[src/common/mbist_cfg_settings.svh]
`ifndef MBIST_CFG_SETTINGS_SVH
`define MBIST_CFG_SETTINGS_SVH

// Lane count and transfer length are fixed by the 32-bit word packing
`define MBIST_NUM_LANES     8
`define MBIST_SHIFT_LEN     32

// ------------------------------
// Register word indices
// ------------------------------
`define MBIST_IDX_SW0       4'd0
`define MBIST_IDX_SW1       4'd1
`define MBIST_IDX_LANE_SEL  4'd2
`define MBIST_IDX_LANE_CTRL 4'd3
`define MBIST_IDX_STATUS0   4'd4
`define MBIST_IDX_STATUS1   4'd5
`define MBIST_IDX_SER_WR    4'd6
`define MBIST_IDX_SER_RD    4'd7
`define MBIST_IDX_SER_LAST  4'd8
`define MBIST_IDX_ID1       4'd9
`define MBIST_IDX_ID2       4'd10
`define MBIST_IDX_ID3       4'd11

// ------------------------------
// Reset signatures
// ------------------------------
`define MBIST_RST_SW0       32'h4433_2211
`define MBIST_RST_SW1       32'hDDCC_BBAA
// Identification signature
`define MBIST_RST_ID1       32'h4C66_8354
// Build code
`define MBIST_RST_ID2       32'h2112_2021
// Revision 1.3
`define MBIST_RST_ID3       32'h0001_3000

`endif

[src/common/mbist_cfg_pkg.sv]
`include "mbist_cfg_settings.svh"

package mbist_cfg_pkg;

    // ------------------------------
    // Plain vector types
    // ------------------------------
    typedef logic [31:0] reg_word_t;
    typedef logic [3:0]  reg_be_t;
    // Word index from address bits 5..2
    typedef logic [3:0]  reg_idx_t;
    typedef logic [7:0]  reg_addr_t;
    // Values past the lane count select nothing
    typedef logic [3:0]  lane_sel_t;
    typedef logic [`MBIST_NUM_LANES-1:0] lane_vec_t;
    typedef logic [3:0]  err_cnt_t;

    // ------------------------------
    // Per-lane packing
    // ------------------------------
    // One nibble of word 3
    typedef struct packed {
        logic reserved;
        logic load;
        logic run;
        logic en;
    } bist_lane_ctrl_t;

    // One byte of word 4 or 5
    typedef struct packed {
        err_cnt_t err_cnt;
        logic     zero;
        logic     correct;
        logic     error;
        logic     done;
    } bist_lane_status_t;

    // ------------------------------
    // Internal requests
    // ------------------------------
    typedef struct packed {
        logic      strobe;
        reg_idx_t  idx;
        reg_word_t data;
        reg_be_t   be;
    } reg_wr_t;

    typedef struct packed {
        logic      start;
        logic      rd_n_wr;
        reg_word_t data;
    } ser_cmd_t;

    typedef enum logic [1:0] {
        SER_IDLE,
        SER_SHIFT,
        SER_DONE
    } ser_state_t;

endpackage

[src/serial_port/mbist_serial_port.sv]
`timescale 1ns/1ps
`include "mbist_cfg_settings.svh"

module mbist_serial_port (
    input  logic                     mclk,
    input  logic                     reset_n,
    // Command from the bus control
    input  mbist_cfg_pkg::ser_cmd_t  ser_cmd,
    input  mbist_cfg_pkg::lane_sel_t lane_sel,
    output logic                     ser_done,
    output mbist_cfg_pkg::reg_word_t ser_rdata,
    // Lane serial pins
    output mbist_cfg_pkg::lane_vec_t bist_sdi,
    output mbist_cfg_pkg::lane_vec_t bist_shift,
    input  mbist_cfg_pkg::lane_vec_t bist_sdo
);

    localparam int CNT_W = $clog2(`MBIST_SHIFT_LEN);

    mbist_cfg_pkg::ser_state_t state;
    logic [CNT_W-1:0]          bit_cnt;
    mbist_cfg_pkg::reg_word_t  shift_reg;
    logic                      shifting;
    logic                      sdo_sel;

    // ------------------------------
    // Shift FSM
    // ------------------------------
    always_ff @(posedge mclk or negedge reset_n) begin
        if (!reset_n) begin
            state   <= mbist_cfg_pkg::SER_IDLE;
            bit_cnt <= '0;
        end else begin
            case (state)
                mbist_cfg_pkg::SER_IDLE: begin
                    if (ser_cmd.start) begin
                        state   <= mbist_cfg_pkg::SER_SHIFT;
                        bit_cnt <= '0;
                    end
                end
                mbist_cfg_pkg::SER_SHIFT: begin
                    bit_cnt <= bit_cnt + 1'b1;
                    // Last bit of the transfer
                    if (bit_cnt == CNT_W'(`MBIST_SHIFT_LEN - 1)) begin
                        state <= mbist_cfg_pkg::SER_DONE;
                    end
                end
                // Done lasts a single cycle
                mbist_cfg_pkg::SER_DONE: state <= mbist_cfg_pkg::SER_IDLE;
                default:                 state <= mbist_cfg_pkg::SER_IDLE;
            endcase
        end
    end

    assign shifting = (state == mbist_cfg_pkg::SER_SHIFT);
    assign ser_done = (state == mbist_cfg_pkg::SER_DONE);

    // ------------------------------
    // Shift register
    // ------------------------------
    // Write loads data and read loads zeros
    // LSB goes out first while sdo enters at the top
    always_ff @(posedge mclk) begin
        if (ser_cmd.start && (state == mbist_cfg_pkg::SER_IDLE)) begin
            shift_reg <= ser_cmd.rd_n_wr ? '0 : ser_cmd.data;
        end else if (shifting) begin
            shift_reg <= {sdo_sel, shift_reg[31:1]};
        end
    end

    // Held after done for word 8 reads
    assign ser_rdata = shift_reg;

    // ------------------------------
    // Lane routing
    // ------------------------------
    // No lane matches a select past the lane count
    always_comb begin
        sdo_sel = 1'b0;
        for (int i = 0; i < `MBIST_NUM_LANES; i++) begin
            if (lane_sel == mbist_cfg_pkg::lane_sel_t'(i)) begin
                sdo_sel       = bist_sdo[i];
                bist_shift[i] = shifting;
                bist_sdi[i]   = shifting & shift_reg[0];
            end else begin
                bist_shift[i] = 1'b0;
                bist_sdi[i]   = 1'b0;
            end
        end
    end

endmodule

[src/verilog/mbist_cfg_regs.sv]
`timescale 1ns/1ps
`include "mbist_cfg_settings.svh"

module mbist_cfg_regs (
    input  logic                                            mclk,
    input  logic                                            reset_n,
    // Write request and read index
    input  mbist_cfg_pkg::reg_wr_t                          regs_wr,
    input  mbist_cfg_pkg::reg_idx_t                         regs_idx,
    output mbist_cfg_pkg::reg_word_t                        regs_rdata,
    // Last word from the serial port
    input  mbist_cfg_pkg::reg_word_t                        ser_last,
    output mbist_cfg_pkg::lane_sel_t                        lane_sel,
    // Per-lane control
    output mbist_cfg_pkg::lane_vec_t                        bist_en,
    output mbist_cfg_pkg::lane_vec_t                        bist_run,
    output mbist_cfg_pkg::lane_vec_t                        bist_load,
    // Per-lane status
    input  mbist_cfg_pkg::lane_vec_t                        bist_done,
    input  mbist_cfg_pkg::lane_vec_t                        bist_error,
    input  mbist_cfg_pkg::lane_vec_t                        bist_correct,
    input  mbist_cfg_pkg::err_cnt_t [`MBIST_NUM_LANES-1:0]  bist_error_cnt
);

    // Software and identification words
    mbist_cfg_pkg::reg_word_t sw0;
    mbist_cfg_pkg::reg_word_t sw1;
    mbist_cfg_pkg::reg_word_t id1;
    mbist_cfg_pkg::reg_word_t id2;
    mbist_cfg_pkg::reg_word_t id3;
    // Word 3 as stored and as lane nibbles
    mbist_cfg_pkg::reg_word_t                                ctrl_word;
    mbist_cfg_pkg::bist_lane_ctrl_t   [`MBIST_NUM_LANES-1:0] lane_ctrl;
    // Status bytes for words 4 and 5
    mbist_cfg_pkg::bist_lane_status_t [`MBIST_NUM_LANES-1:0] lane_status;
    mbist_cfg_pkg::reg_word_t                                status_lo;
    mbist_cfg_pkg::reg_word_t                                status_hi;

    // Replace enabled bytes only
    function automatic mbist_cfg_pkg::reg_word_t be_merge(
        input mbist_cfg_pkg::reg_word_t cur,
        input mbist_cfg_pkg::reg_word_t data,
        input mbist_cfg_pkg::reg_be_t   be
    );
        mbist_cfg_pkg::reg_word_t res;
        res = cur;
        for (int b = 0; b < 4; b++) begin
            if (be[b]) begin
                res[8*b +: 8] = data[8*b +: 8];
            end
        end
        return res;
    endfunction

    // ------------------------------
    // Writable registers
    // ------------------------------
    always_ff @(posedge mclk or negedge reset_n) begin
        if (!reset_n) begin
            sw0       <= `MBIST_RST_SW0;
            sw1       <= `MBIST_RST_SW1;
            id1       <= `MBIST_RST_ID1;
            id2       <= `MBIST_RST_ID2;
            id3       <= `MBIST_RST_ID3;
            lane_sel  <= '0;
            ctrl_word <= '0;
        end else if (regs_wr.strobe) begin
            case (regs_wr.idx)
                `MBIST_IDX_SW0:       sw0 <= be_merge(sw0, regs_wr.data, regs_wr.be);
                `MBIST_IDX_SW1:       sw1 <= be_merge(sw1, regs_wr.data, regs_wr.be);
                `MBIST_IDX_ID1:       id1 <= be_merge(id1, regs_wr.data, regs_wr.be);
                `MBIST_IDX_ID2:       id2 <= be_merge(id2, regs_wr.data, regs_wr.be);
                `MBIST_IDX_ID3:       id3 <= be_merge(id3, regs_wr.data, regs_wr.be);
                `MBIST_IDX_LANE_CTRL: begin
                    ctrl_word <= be_merge(ctrl_word, regs_wr.data, regs_wr.be);
                end
                // Lane select sits in the low nibble of byte 0
                `MBIST_IDX_LANE_SEL: begin
                    if (regs_wr.be[0]) begin
                        lane_sel <= regs_wr.data[3:0];
                    end
                end
                default: begin
                end
            endcase
        end
    end

    // ------------------------------
    // Lane control and status
    // ------------------------------
    assign lane_ctrl = ctrl_word;

    always_comb begin
        for (int i = 0; i < `MBIST_NUM_LANES; i++) begin
            bist_en[i]   = lane_ctrl[i].en;
            bist_run[i]  = lane_ctrl[i].run;
            bist_load[i] = lane_ctrl[i].load;
        end
    end

    always_comb begin
        for (int i = 0; i < `MBIST_NUM_LANES; i++) begin
            lane_status[i].err_cnt = bist_error_cnt[i];
            lane_status[i].zero    = 1'b0;
            lane_status[i].correct = bist_correct[i];
            lane_status[i].error   = bist_error[i];
            lane_status[i].done    = bist_done[i];
        end
    end

    // Lower half of the lanes in word 4
    assign status_lo = lane_status[`MBIST_NUM_LANES/2-1:0];
    assign status_hi = lane_status[`MBIST_NUM_LANES-1:`MBIST_NUM_LANES/2];

    // ------------------------------
    // Read multiplexer
    // ------------------------------
    always_comb begin
        case (regs_idx)
            `MBIST_IDX_SW0:       regs_rdata = sw0;
            `MBIST_IDX_SW1:       regs_rdata = sw1;
            `MBIST_IDX_LANE_SEL:  regs_rdata = {28'h0, lane_sel};
            `MBIST_IDX_LANE_CTRL: regs_rdata = ctrl_word;
            `MBIST_IDX_STATUS0:   regs_rdata = status_lo;
            `MBIST_IDX_STATUS1:   regs_rdata = status_hi;
            // Word 7 without shifting and word 8 both give the last capture
            `MBIST_IDX_SER_RD:    regs_rdata = ser_last;
            `MBIST_IDX_SER_LAST:  regs_rdata = ser_last;
            `MBIST_IDX_ID1:       regs_rdata = id1;
            `MBIST_IDX_ID2:       regs_rdata = id2;
            `MBIST_IDX_ID3:       regs_rdata = id3;
            // Serial write word and unused words
            default:              regs_rdata = '0;
        endcase
    end

endmodule

[src/verilog/mbist_cfg_top.sv]
`timescale 1ns/1ps
`include "mbist_cfg_settings.svh"

module mbist_cfg_top (
    input  logic                                            mclk,
    input  logic                                            reset_n,
    // Register bus
    input  logic                                            reg_cs,
    input  logic                                            reg_wr,
    input  mbist_cfg_pkg::reg_addr_t                        reg_addr,
    input  mbist_cfg_pkg::reg_word_t                        reg_wdata,
    input  mbist_cfg_pkg::reg_be_t                          reg_be,
    output mbist_cfg_pkg::reg_word_t                        reg_rdata,
    output logic                                            reg_ack,
    // BIST engine control
    output mbist_cfg_pkg::lane_vec_t                        bist_en,
    output mbist_cfg_pkg::lane_vec_t                        bist_run,
    output mbist_cfg_pkg::lane_vec_t                        bist_load,
    // BIST serial chain
    output mbist_cfg_pkg::lane_vec_t                        bist_sdi,
    output mbist_cfg_pkg::lane_vec_t                        bist_shift,
    input  mbist_cfg_pkg::lane_vec_t                        bist_sdo,
    // BIST engine status
    input  mbist_cfg_pkg::lane_vec_t                        bist_done,
    input  mbist_cfg_pkg::lane_vec_t                        bist_error,
    input  mbist_cfg_pkg::lane_vec_t                        bist_correct,
    input  mbist_cfg_pkg::err_cnt_t [`MBIST_NUM_LANES-1:0]  bist_error_cnt
);

    // Control to register file
    mbist_cfg_pkg::reg_wr_t   regs_wr;
    mbist_cfg_pkg::reg_idx_t  regs_idx;
    mbist_cfg_pkg::reg_word_t regs_rdata;
    // Control to serial port
    mbist_cfg_pkg::ser_cmd_t  ser_cmd;
    logic                     ser_done;
    mbist_cfg_pkg::reg_word_t ser_rdata;
    // Register file to serial port
    mbist_cfg_pkg::lane_sel_t lane_sel;

    mbist_reg_ctrl u_reg_ctrl (
        .mclk       (mclk),
        .reset_n    (reset_n),
        .reg_cs     (reg_cs),
        .reg_wr     (reg_wr),
        .reg_addr   (reg_addr),
        .reg_wdata  (reg_wdata),
        .reg_be     (reg_be),
        .reg_rdata  (reg_rdata),
        .reg_ack    (reg_ack),
        .regs_wr    (regs_wr),
        .regs_idx   (regs_idx),
        .regs_rdata (regs_rdata),
        .ser_cmd    (ser_cmd),
        .ser_done   (ser_done),
        .ser_rdata  (ser_rdata)
    );

    mbist_cfg_regs u_cfg_regs (
        .mclk           (mclk),
        .reset_n        (reset_n),
        .regs_wr        (regs_wr),
        .regs_idx       (regs_idx),
        .regs_rdata     (regs_rdata),
        .ser_last       (ser_rdata),
        .lane_sel       (lane_sel),
        .bist_en        (bist_en),
        .bist_run       (bist_run),
        .bist_load      (bist_load),
        .bist_done      (bist_done),
        .bist_error     (bist_error),
        .bist_correct   (bist_correct),
        .bist_error_cnt (bist_error_cnt)
    );

    mbist_serial_port u_serial_port (
        .mclk       (mclk),
        .reset_n    (reset_n),
        .ser_cmd    (ser_cmd),
        .lane_sel   (lane_sel),
        .ser_done   (ser_done),
        .ser_rdata  (ser_rdata),
        .bist_sdi   (bist_sdi),
        .bist_shift (bist_shift),
        .bist_sdo   (bist_sdo)
    );

endmodule

[src/verilog/mbist_reg_ctrl.sv]
`timescale 1ns/1ps
`include "mbist_cfg_settings.svh"

module mbist_reg_ctrl (
    input  logic                     mclk,
    input  logic                     reset_n,
    // Register bus
    input  logic                     reg_cs,
    input  logic                     reg_wr,
    input  mbist_cfg_pkg::reg_addr_t reg_addr,
    input  mbist_cfg_pkg::reg_word_t reg_wdata,
    input  mbist_cfg_pkg::reg_be_t   reg_be,
    output mbist_cfg_pkg::reg_word_t reg_rdata,
    output logic                     reg_ack,
    // Register file side
    output mbist_cfg_pkg::reg_wr_t   regs_wr,
    output mbist_cfg_pkg::reg_idx_t  regs_idx,
    input  mbist_cfg_pkg::reg_word_t regs_rdata,
    // Serial port side
    output mbist_cfg_pkg::ser_cmd_t  ser_cmd,
    input  logic                     ser_done,
    input  mbist_cfg_pkg::reg_word_t ser_rdata
);

    mbist_cfg_pkg::reg_idx_t idx;
    logic                    req;
    logic                    req_d;
    logic                    req_edge;
    logic                    ser_acc;
    logic                    reg_done;

    // ------------------------------
    // Decode
    // ------------------------------
    // Word address only
    assign idx      = reg_addr[5:2];
    assign regs_idx = idx;

    // Serial write on word 6 or serial read on word 7
    assign ser_acc = (reg_wr && (idx == `MBIST_IDX_SER_WR))
                  || (!reg_wr && (idx == `MBIST_IDX_SER_RD));

    // ------------------------------
    // Request edge
    // ------------------------------
    // Request drops once ack is seen
    always_ff @(posedge mclk or negedge reset_n) begin
        if (!reset_n) begin
            req   <= 1'b0;
            req_d <= 1'b0;
        end else begin
            req   <= reg_cs & ~reg_ack;
            req_d <= req;
        end
    end

    // One cycle per request
    assign req_edge = req & ~req_d;
    // Plain register access completes on the edge
    assign reg_done = req_edge & ~ser_acc;

    // Register write strobe
    always_comb begin
        regs_wr.strobe = reg_done & reg_wr;
        regs_wr.idx    = idx;
        regs_wr.data   = reg_wdata;
        regs_wr.be     = reg_be;
    end

    // Serial start with load word
    always_comb begin
        ser_cmd.start   = req_edge & ser_acc;
        ser_cmd.rd_n_wr = ~reg_wr;
        ser_cmd.data    = reg_wdata;
    end

    // ------------------------------
    // Response
    // ------------------------------
    always_ff @(posedge mclk or negedge reset_n) begin
        if (!reset_n) begin
            reg_ack <= 1'b0;
        end else begin
            reg_ack <= reg_done | ser_done;
        end
    end

    // Read word lands together with ack
    always_ff @(posedge mclk) begin
        if (ser_done) begin
            reg_rdata <= ser_rdata;
        end else if (reg_done) begin
            reg_rdata <= regs_rdata;
        end
    end

endmodule
[config.mk]
export PLATFORM = sky130hd
export DESIGN_NAME = mbist_cfg_top
export DESIGN_NICKNAME = d
export VERILOG_FILES = /design/src/common/mbist_cfg_pkg.sv /design/src/serial_port/mbist_serial_port.sv /design/src/verilog/mbist_cfg_regs.sv /design/src/verilog/mbist_cfg_top.sv /design/src/verilog/mbist_reg_ctrl.sv
export VERILOG_INCLUDE_DIRS = /design/src /design/src/common
export SDC_FILE = /design/constraint.sdc
export NUM_CORES = 1
export LEC_CHECK = 0
export BUFFER_PORTS_ARGS = -buffer_cell sky130_fd_sc_hd__buf_4
export CAP_MARGIN = 20
export CORE_ASPECT_RATIO = 1.4
export CORE_UTILIZATION = 25
export CTS_CLUSTER_SIZE = 20
export DETAILED_ROUTE_END_ITERATION = 8
export PLACE_DENSITY = 0.54
export SKIP_LAST_GASP = 1
export SYNTH_ARGS = -nofsm -noshare
export SYNTH_HDL_FRONTEND = slang
export SYNTH_SLANG_ARGS = --single-unit
export TNS_END_PERCENT = 10
[constraint.sdc]
create_clock -name mclk -period 1.9 [get_ports mclk]
set_input_delay 0.285 -clock mclk [delete_from_list [all_inputs] [get_ports mclk]]
set_output_delay 0.285 -clock mclk [all_outputs]
set_load 0.01 [all_outputs]
== Yosys cells after proc, flatten, opt, wreduce, memory -nomap -nowiden ==
Cells that the tools add are included.

* Register bits: 270
* Bits of input ports: 112
* Logic and storage cells: 140
* Output and inout bits: 73

* Reductions and logical operators: 39
* Mux-type cells: 35
* Bitwise gates (word level): 10
* Add/subtract/negate cells: 1
* Eq/ne operators: 23

{| class="wikitable"
|+ Operators by type and width
! kind !! count
|-
| $pmux 32 s10 || 1
|-
| $mux 32 || 5
|-
| $reduce_and 3->1 || 25
|-
| $eq 4x3->1 const B || 8
|-
| $mux 1 || 24
|-
| $eq 4x2->1 const B || 4
|-
| $eq 4x4->1 const B || 4
|-
| $pmux 5 s2 || 1
|-
| $eq 4x1->1 const B || 2
|-
| $logic_not 4->1 || 2
|-
| $and 1x1->1 || 6
|-
| $reduce_bool 2->1 || 3
|-
| $add 5x1->5 const B || 1
|-
| $eq 5x5->1 const B || 1
|-
| $mux 5 || 1
|-
| $mux 2 || 2
|-
| $pmux 2 s2 || 1
|-
| $reduce_and 2->1 || 2
|-
| $logic_and 1x1->1 || 3
|-
| $not 1->1 || 3
|-
| $eq 2x1->1 const B || 1
|-
| $eq 2x2->1 const B || 1
|-
| $logic_not 2->1 || 1
|-
| $ne 2x1->1 const B || 1
|-
| 5 further kinds || 5
|}

== Depth between registers and ports, before layout ==
* Depth after elaboration: 11
* Gate-level depth with buffers: 8
* Depth with buffers taken out: 5

== Hierarchy ==
Synthesis repeated with hierarchy kept, for this count alone.

* Cells, all modules: 1132
* Area total of the unflattened synthesis: 14328.7 um2

{| class="wikitable"
|+ Modules (own cells, without submodules)
! module !! seq. area each (um2) !! area each (um2) !! cells each !! times used
|-
| mbist_cfg_regs || 4971.0 || 10079.7 || 771 || 1
|-
| mbist_reg_ctrl || 1036.0 || 2217.1 || 156 || 1
|-
| mbist_serial_port || 1136.1 || 2031.9 || 205 || 1
|}

== Worst setup path after synthesis ==
Ideal clock, no wire load.

* Path type: in2reg
* Start: input port reg_wr
* End: register u_serial_port.shift_reg[0], in the netlist u_serial_port.ser_rdata[0], enable pin
* Data required time: 1513 ps
* Stages: 5
* Path buffers: 1
* Setup slack: -262 ps
* Data arrival time: 1775 ps
* Setup time: 387 ps
* Path through: clkbuf_1 xor2_1 nand4_1 and2_1 inv_1

* Cells in the longest elaborated chain, start to end: 6
* Elaborated cells between the ends (all ways): 7
* Those cells by class: bitwise (1); reduce/logical (6)

{| class="wikitable"
|+ Ends and longest elaborated chain
! item !! RTL line !! RTL
|-
| start, declared || mbist_cfg_top.sv:9 || <nowiki>input logic reg_wr,</nowiki>
|-
| $logic_not 1->1 || mbist_reg_ctrl.sv:41 || <nowiki>|| (!reg_wr && (idx == `MBIST_IDX_SER_RD));</nowiki>
|-
| $logic_and 1x1->1 || mbist_reg_ctrl.sv:41 ||
|-
| $logic_or 1x1->1 * || mbist_reg_ctrl.sv:40 || <nowiki>assign ser_acc = (reg_wr && (idx == `MBIST_IDX_SER_WR))</nowiki>
|-
| $and 1x1->1 * || mbist_reg_ctrl.sv:72 || <nowiki>ser_cmd.start = req_edge & ser_acc;</nowiki>
|-
| $logic_and 1x1->1 * || mbist_serial_port.sv:64 || <nowiki>if (ser_cmd.start && (state == mbist_cfg_pkg::SER_IDLE)) begin</nowiki>
|-
| $reduce_bool 2->1 (no source line) * || - ||
|-
| end signal, assigned || mbist_serial_port.sv:65 || <nowiki>shift_reg <= ser_cmd.rd_n_wr ? '0 : ser_cmd.data;</nowiki>
|-
| end signal, assigned || mbist_serial_port.sv:67 || <nowiki>shift_reg <= {sdo_sel, shift_reg[31:1]};</nowiki>
|-
| end, declared || mbist_serial_port.sv:22 || <nowiki>mbist_cfg_pkg::reg_word_t shift_reg;</nowiki>
|}

Mark *: on every way between the ends. The rest lies on a longest branch, timed or not.
A chain may end at the register's enable or synchronous reset.

== Final worst setup path ==
* Start: register u_serial_port.state[1]
* End: output port bist_shift[0]

* Cells in the longest elaborated chain, start to end: 2

{| class="wikitable"
|+ Ends and longest elaborated chain
! item !! RTL line !! RTL
|-
| start, declared || mbist_serial_port.sv:20 || <nowiki>mbist_cfg_pkg::ser_state_t state;</nowiki>
|-
| start signal, assigned || mbist_serial_port.sv:31 || <nowiki>state <= mbist_cfg_pkg::SER_IDLE;</nowiki>
|-
| start signal, assigned || mbist_serial_port.sv:37 || <nowiki>state <= mbist_cfg_pkg::SER_SHIFT;</nowiki>
|-
| start signal, assigned || mbist_serial_port.sv:45 || <nowiki>state <= mbist_cfg_pkg::SER_DONE;</nowiki>
|-
| $eq 2x1->1 || mbist_serial_port.sv:55 || <nowiki>assign shifting = (state == mbist_cfg_pkg::SER_SHIFT);</nowiki>
|-
| $mux 1 || mbist_serial_port.sv:81 || <nowiki>if (lane_sel == mbist_cfg_pkg::lane_sel_t'(i)) begin</nowiki>
|-
| end, declared || mbist_cfg_top.sv:21 || <nowiki>output mbist_cfg_pkg::lane_vec_t bist_shift,</nowiki>
|}

No other way between the ends.

==> results.md <==
- Die H: between 200 and 300 microns
- TritonRoute pass-1 iters: 6
- Die X-Extent: between 150 and 200 microns
- Seq cells post-synth: 270
- Initial antenna violation count: 1
- Vias per inst: a little over 5
- Fmax: ~460 MHz
- CTS sink cnt: between 200 and 300
- Vias in the first global route: about 11,000
- Most Crowded Layer GR: met2
- Final count of negative-setup-slack endpoints: 309
- Sequential share of the synthesized area: 0.5443
- CTS tree: built
- Grt met1 use: 0.2341
- Critical Path, Cell by Cell: buf_6 > nand2b_4 > or3_4 > nor3_4 > buf_6
- Normalized max-slew margin: 0.2621
- Worst skew pair latency: 0.56 ns
- Clock-pin transition on the worst setup and hold timing paths: 0.07 ns
- Leakage power: about 8 nW
- Ys async rst share: 0.7630
- Vias: approximately 10,000
- IO Port Bufs: between 150 and 200
- Synth Flop Type: dfrtp_1
- Mapped cell area: about 13,000 sq um
- Hold/Removal Path Class: input pin to register
- Post-synth top area share: 0.2917
- CP most frequent cell: buf_6
- WP data arrival: between 1.5 and 2 ns
- Largest net degree at the start of global routing: between 40 and 50
- Post-Route Utilization: 0.3469
- Root buf cell: clkbuf_16
- Area grow syn2layout: 37.52%
- Crit path largest cell delay: around 0.41 ns
- Mapped Nets: ~1,200
- Met2 Resource Use GR: 0.3133
- Layout cells sized above 1: 0.5208
- Status: finished, violations left
- Core box area: approximately 52,000 sq um
- Final min period: ~2.2 ns
- Antenna diode count: 0
- Period utilization: 1.149
- Initial DRC count: 851
- Wire length per cell: between 20 and 25 microns
- GP Congestion: 0.8788
- Setup tns final: -25.22 ns
- CTS Buf Count: 27
- Max_cap viols: 0
- Final hold vios: 0
- Count of mapped cells out of synthesis: 1,075
- Worst EP required: 1.62 ns
- Layout Nets: about 1,500
- Worst slew pin tran: approximately 1.1 ns
- Setup WS post-layout: -0.2825 ns
- Worst Skew: just over 0.02 ns
- Antenna violation net count after detailed routing: 0
- Library cells used by synthesis: 52
- VDD IR max: roughly 0.57 mV
- Worst R2R Path Depth: 8
- Critical path class: register to output port
- Starting Density: 0.2523
- IO Count: ~190
- Total track usage: 0.1830
- Reg2reg start: u_serial_port.state[1]$_DFFE_PN0P_
- Area contributors post-synth: dfrtp_1 29%, mux2_2 18%, edfxtp_1 15%
- Critical path launch point type: register
- Mean Syn Cell Area: about 12 sq um
- R2r endpoint: u_serial_port.ser_rdata[20]$_DFFE_PP_
- Die area: roughly 53,000 sq um
- Failing checks: negative setup slack
- Yosys top cell by area: dfrtp_1
- Global-route wire length before repair: 72.40 mm
- Most frequent cells in the layout: 318 x buf_4, 207 x mux2_2, 152 x dfrtp_1, 107 x nand2_1, 64 x edfxtp_1
- Post-synth EDFFs: 64
- Gr ovfl total: 0
- Worst Path Max Fanout: 4
- Place WS: -0.4779 ns
- RSZ-0062 raised after global routing: yes
- Slowest cell on the critical path: or3_4
- CTS H-tree depth: 1
- Synth Warn #: 0
- Hold Startpoint: reg_wdata[20]
- Routed wire length: 49.32 mm
- Hpwl dp: 36.14 mm
- Grt met3 use: 0.02604
- R2R Setup Slk: -0.19 ns
- DRC: 0
- Hold Crit Endpoint: u_cfg_regs.id2[20]$_DFFE_PN1P_
- Commonest non-fill, non-tap cell in the layout: buf_4
- Row count: between 90 and 100
- CTS max path bufs: 3
- Final Slew Violations: 0
- Hold path depth: 2
- Cell Pwr Density: 857.9 nW/um^2
- CP Capture Type: output port
## cells by family (layout without fill, tap and decap cells)
| family | count (synthesis) | count (layout) | share of synthesized area |
|---|---|---|---|
| muxes | 240 | 240 | 0.2096 |
| xor gates and xnor gates | 1 | 1 | 0.0006675 |
| adders and majority gates | 2 | 2 | 0.001906 |
| DFF | 270 | 270 | 0.5443 |
| AOI/OAI and AO/OA | 222 | 222 | 0.1194 |
| buffers and inverters | 89 | 433 | 0.03346 |
| and+or+nand+nor | 251 | 251 | 0.09067 |
## per-layer routing
layer	wire length [microns]	vias up
met2	24310	414
li1	-	4617
met1	20200	5336
met5	17	-
met4	1640	2
met3	3155	78
## how the worst max path moves through the flow
stage	endpoint	start	depth (start not counted)
6_report	bist_shift[0]	u_serial_port.state[1]$_DFFE_PN0P_	5
4_1_cts	bist_shift[0]	u_serial_port.state[1]$_DFFE_PN0P_	5
3_3_place_gp	u_reg_ctrl.reg_rdata[31]$_DFFE_PP_	reg_addr[3]	7
5_1_grt	bist_shift[0]	u_serial_port.state[1]$_DFFE_PN0P_	5
2_1_floorplan	u_reg_ctrl.reg_rdata[0]$_DFFE_PP_	reg_addr[3]	5
3_5_place_dp	u_reg_ctrl.reg_rdata[31]$_DFFE_PP_	reg_addr[3]	7
## state kept, by name, summed over array words and instances (netlist names)
name                     count
u_cfg_regs.ctrl_word        32
u_serial_port.ser_rdata     32
u_cfg_regs.lane_sel          4
u_cfg_regs.sw0              32
u_cfg_regs.id1              32
u_cfg_regs.sw1              32
u_reg_ctrl.reg_ack           1
u_reg_ctrl.req_d             1
u_serial_port.state          2
u_serial_port.bit_cnt        5
u_reg_ctrl.reg_rdata        32
u_cfg_regs.id3              32
u_cfg_regs.id2              32
u_reg_ctrl.req               1
## area by class of cell
class / count / area (sq um)
clock buffer: 38 / 757.0
clock inverter: 12 / 117.6
fill: 5155 / 33980
inverter: 5 / 22.52
multi-input combinational: 716 / 5710
sequential: 270 / 7144
tap: 656 / 820.8
timing repair buffer: 378 / 3475
## synthesized netlist by cell type (20+ instances only)
| cell type | instances |
|---|---|
| mux2i_1 | 24 |
| clkbuf_1 | 44 |
| mux2_2 | 209 |
| nand2_1 | 111 |
| buf_4 | 24 |
| dfrtp_1 | 153 |
| nor2_1 | 45 |
| o21ai_0 | 60 |
| edfxtp_1 | 64 |
| a22o_1 | 20 |
| dfstp_2 | 53 |
| a22oi_1 | 58 |
## report_power, final
group          leakage (nW)  internal, mW  switching, mW
Combinational          4.21          1.33           1.41
Clock                 0.433          3.06           2.36
Sequential             3.25          6.83          0.489
Total                  7.89          11.2           4.26
## worst max-delay path, delay by kind of cell, from the launching register on
kind / cells / cell delay [ns]
DFF: 1 / 0.40
and+or+nand+nor: 3 / 0.70
buffers and inverters: 2 / 0.25
## repair_timing
item                       in CTS  in global routing
setup endpoints to repair     324                340
setup buffers                  10                  5
hold buffers                    3                  0
gates resized for setup        36                 15
hold endpoints to repair       33                  0
pin swaps                       9                  3
gates cloned                    0                  3
## through the flow
stage / total power, mW / instances / cell area [sq um] / hold WS [ns]
after detailed placement: 9.993 / 2004 / 16730 / 0.2782
final: 15.48 / 2075 / 18050 / 0.01564
after global placement: 9.918 / 2004 / 16730 / 0.2814
after global routing: 16.12 / 2075 / 18050 / 0.01225
after CTS: 15.52 / 2067 / 17880 / 0.002525
after floorplan: 8.518 / 1075 / 13130 / -0.01059
(Power assumes the default switching activity.)
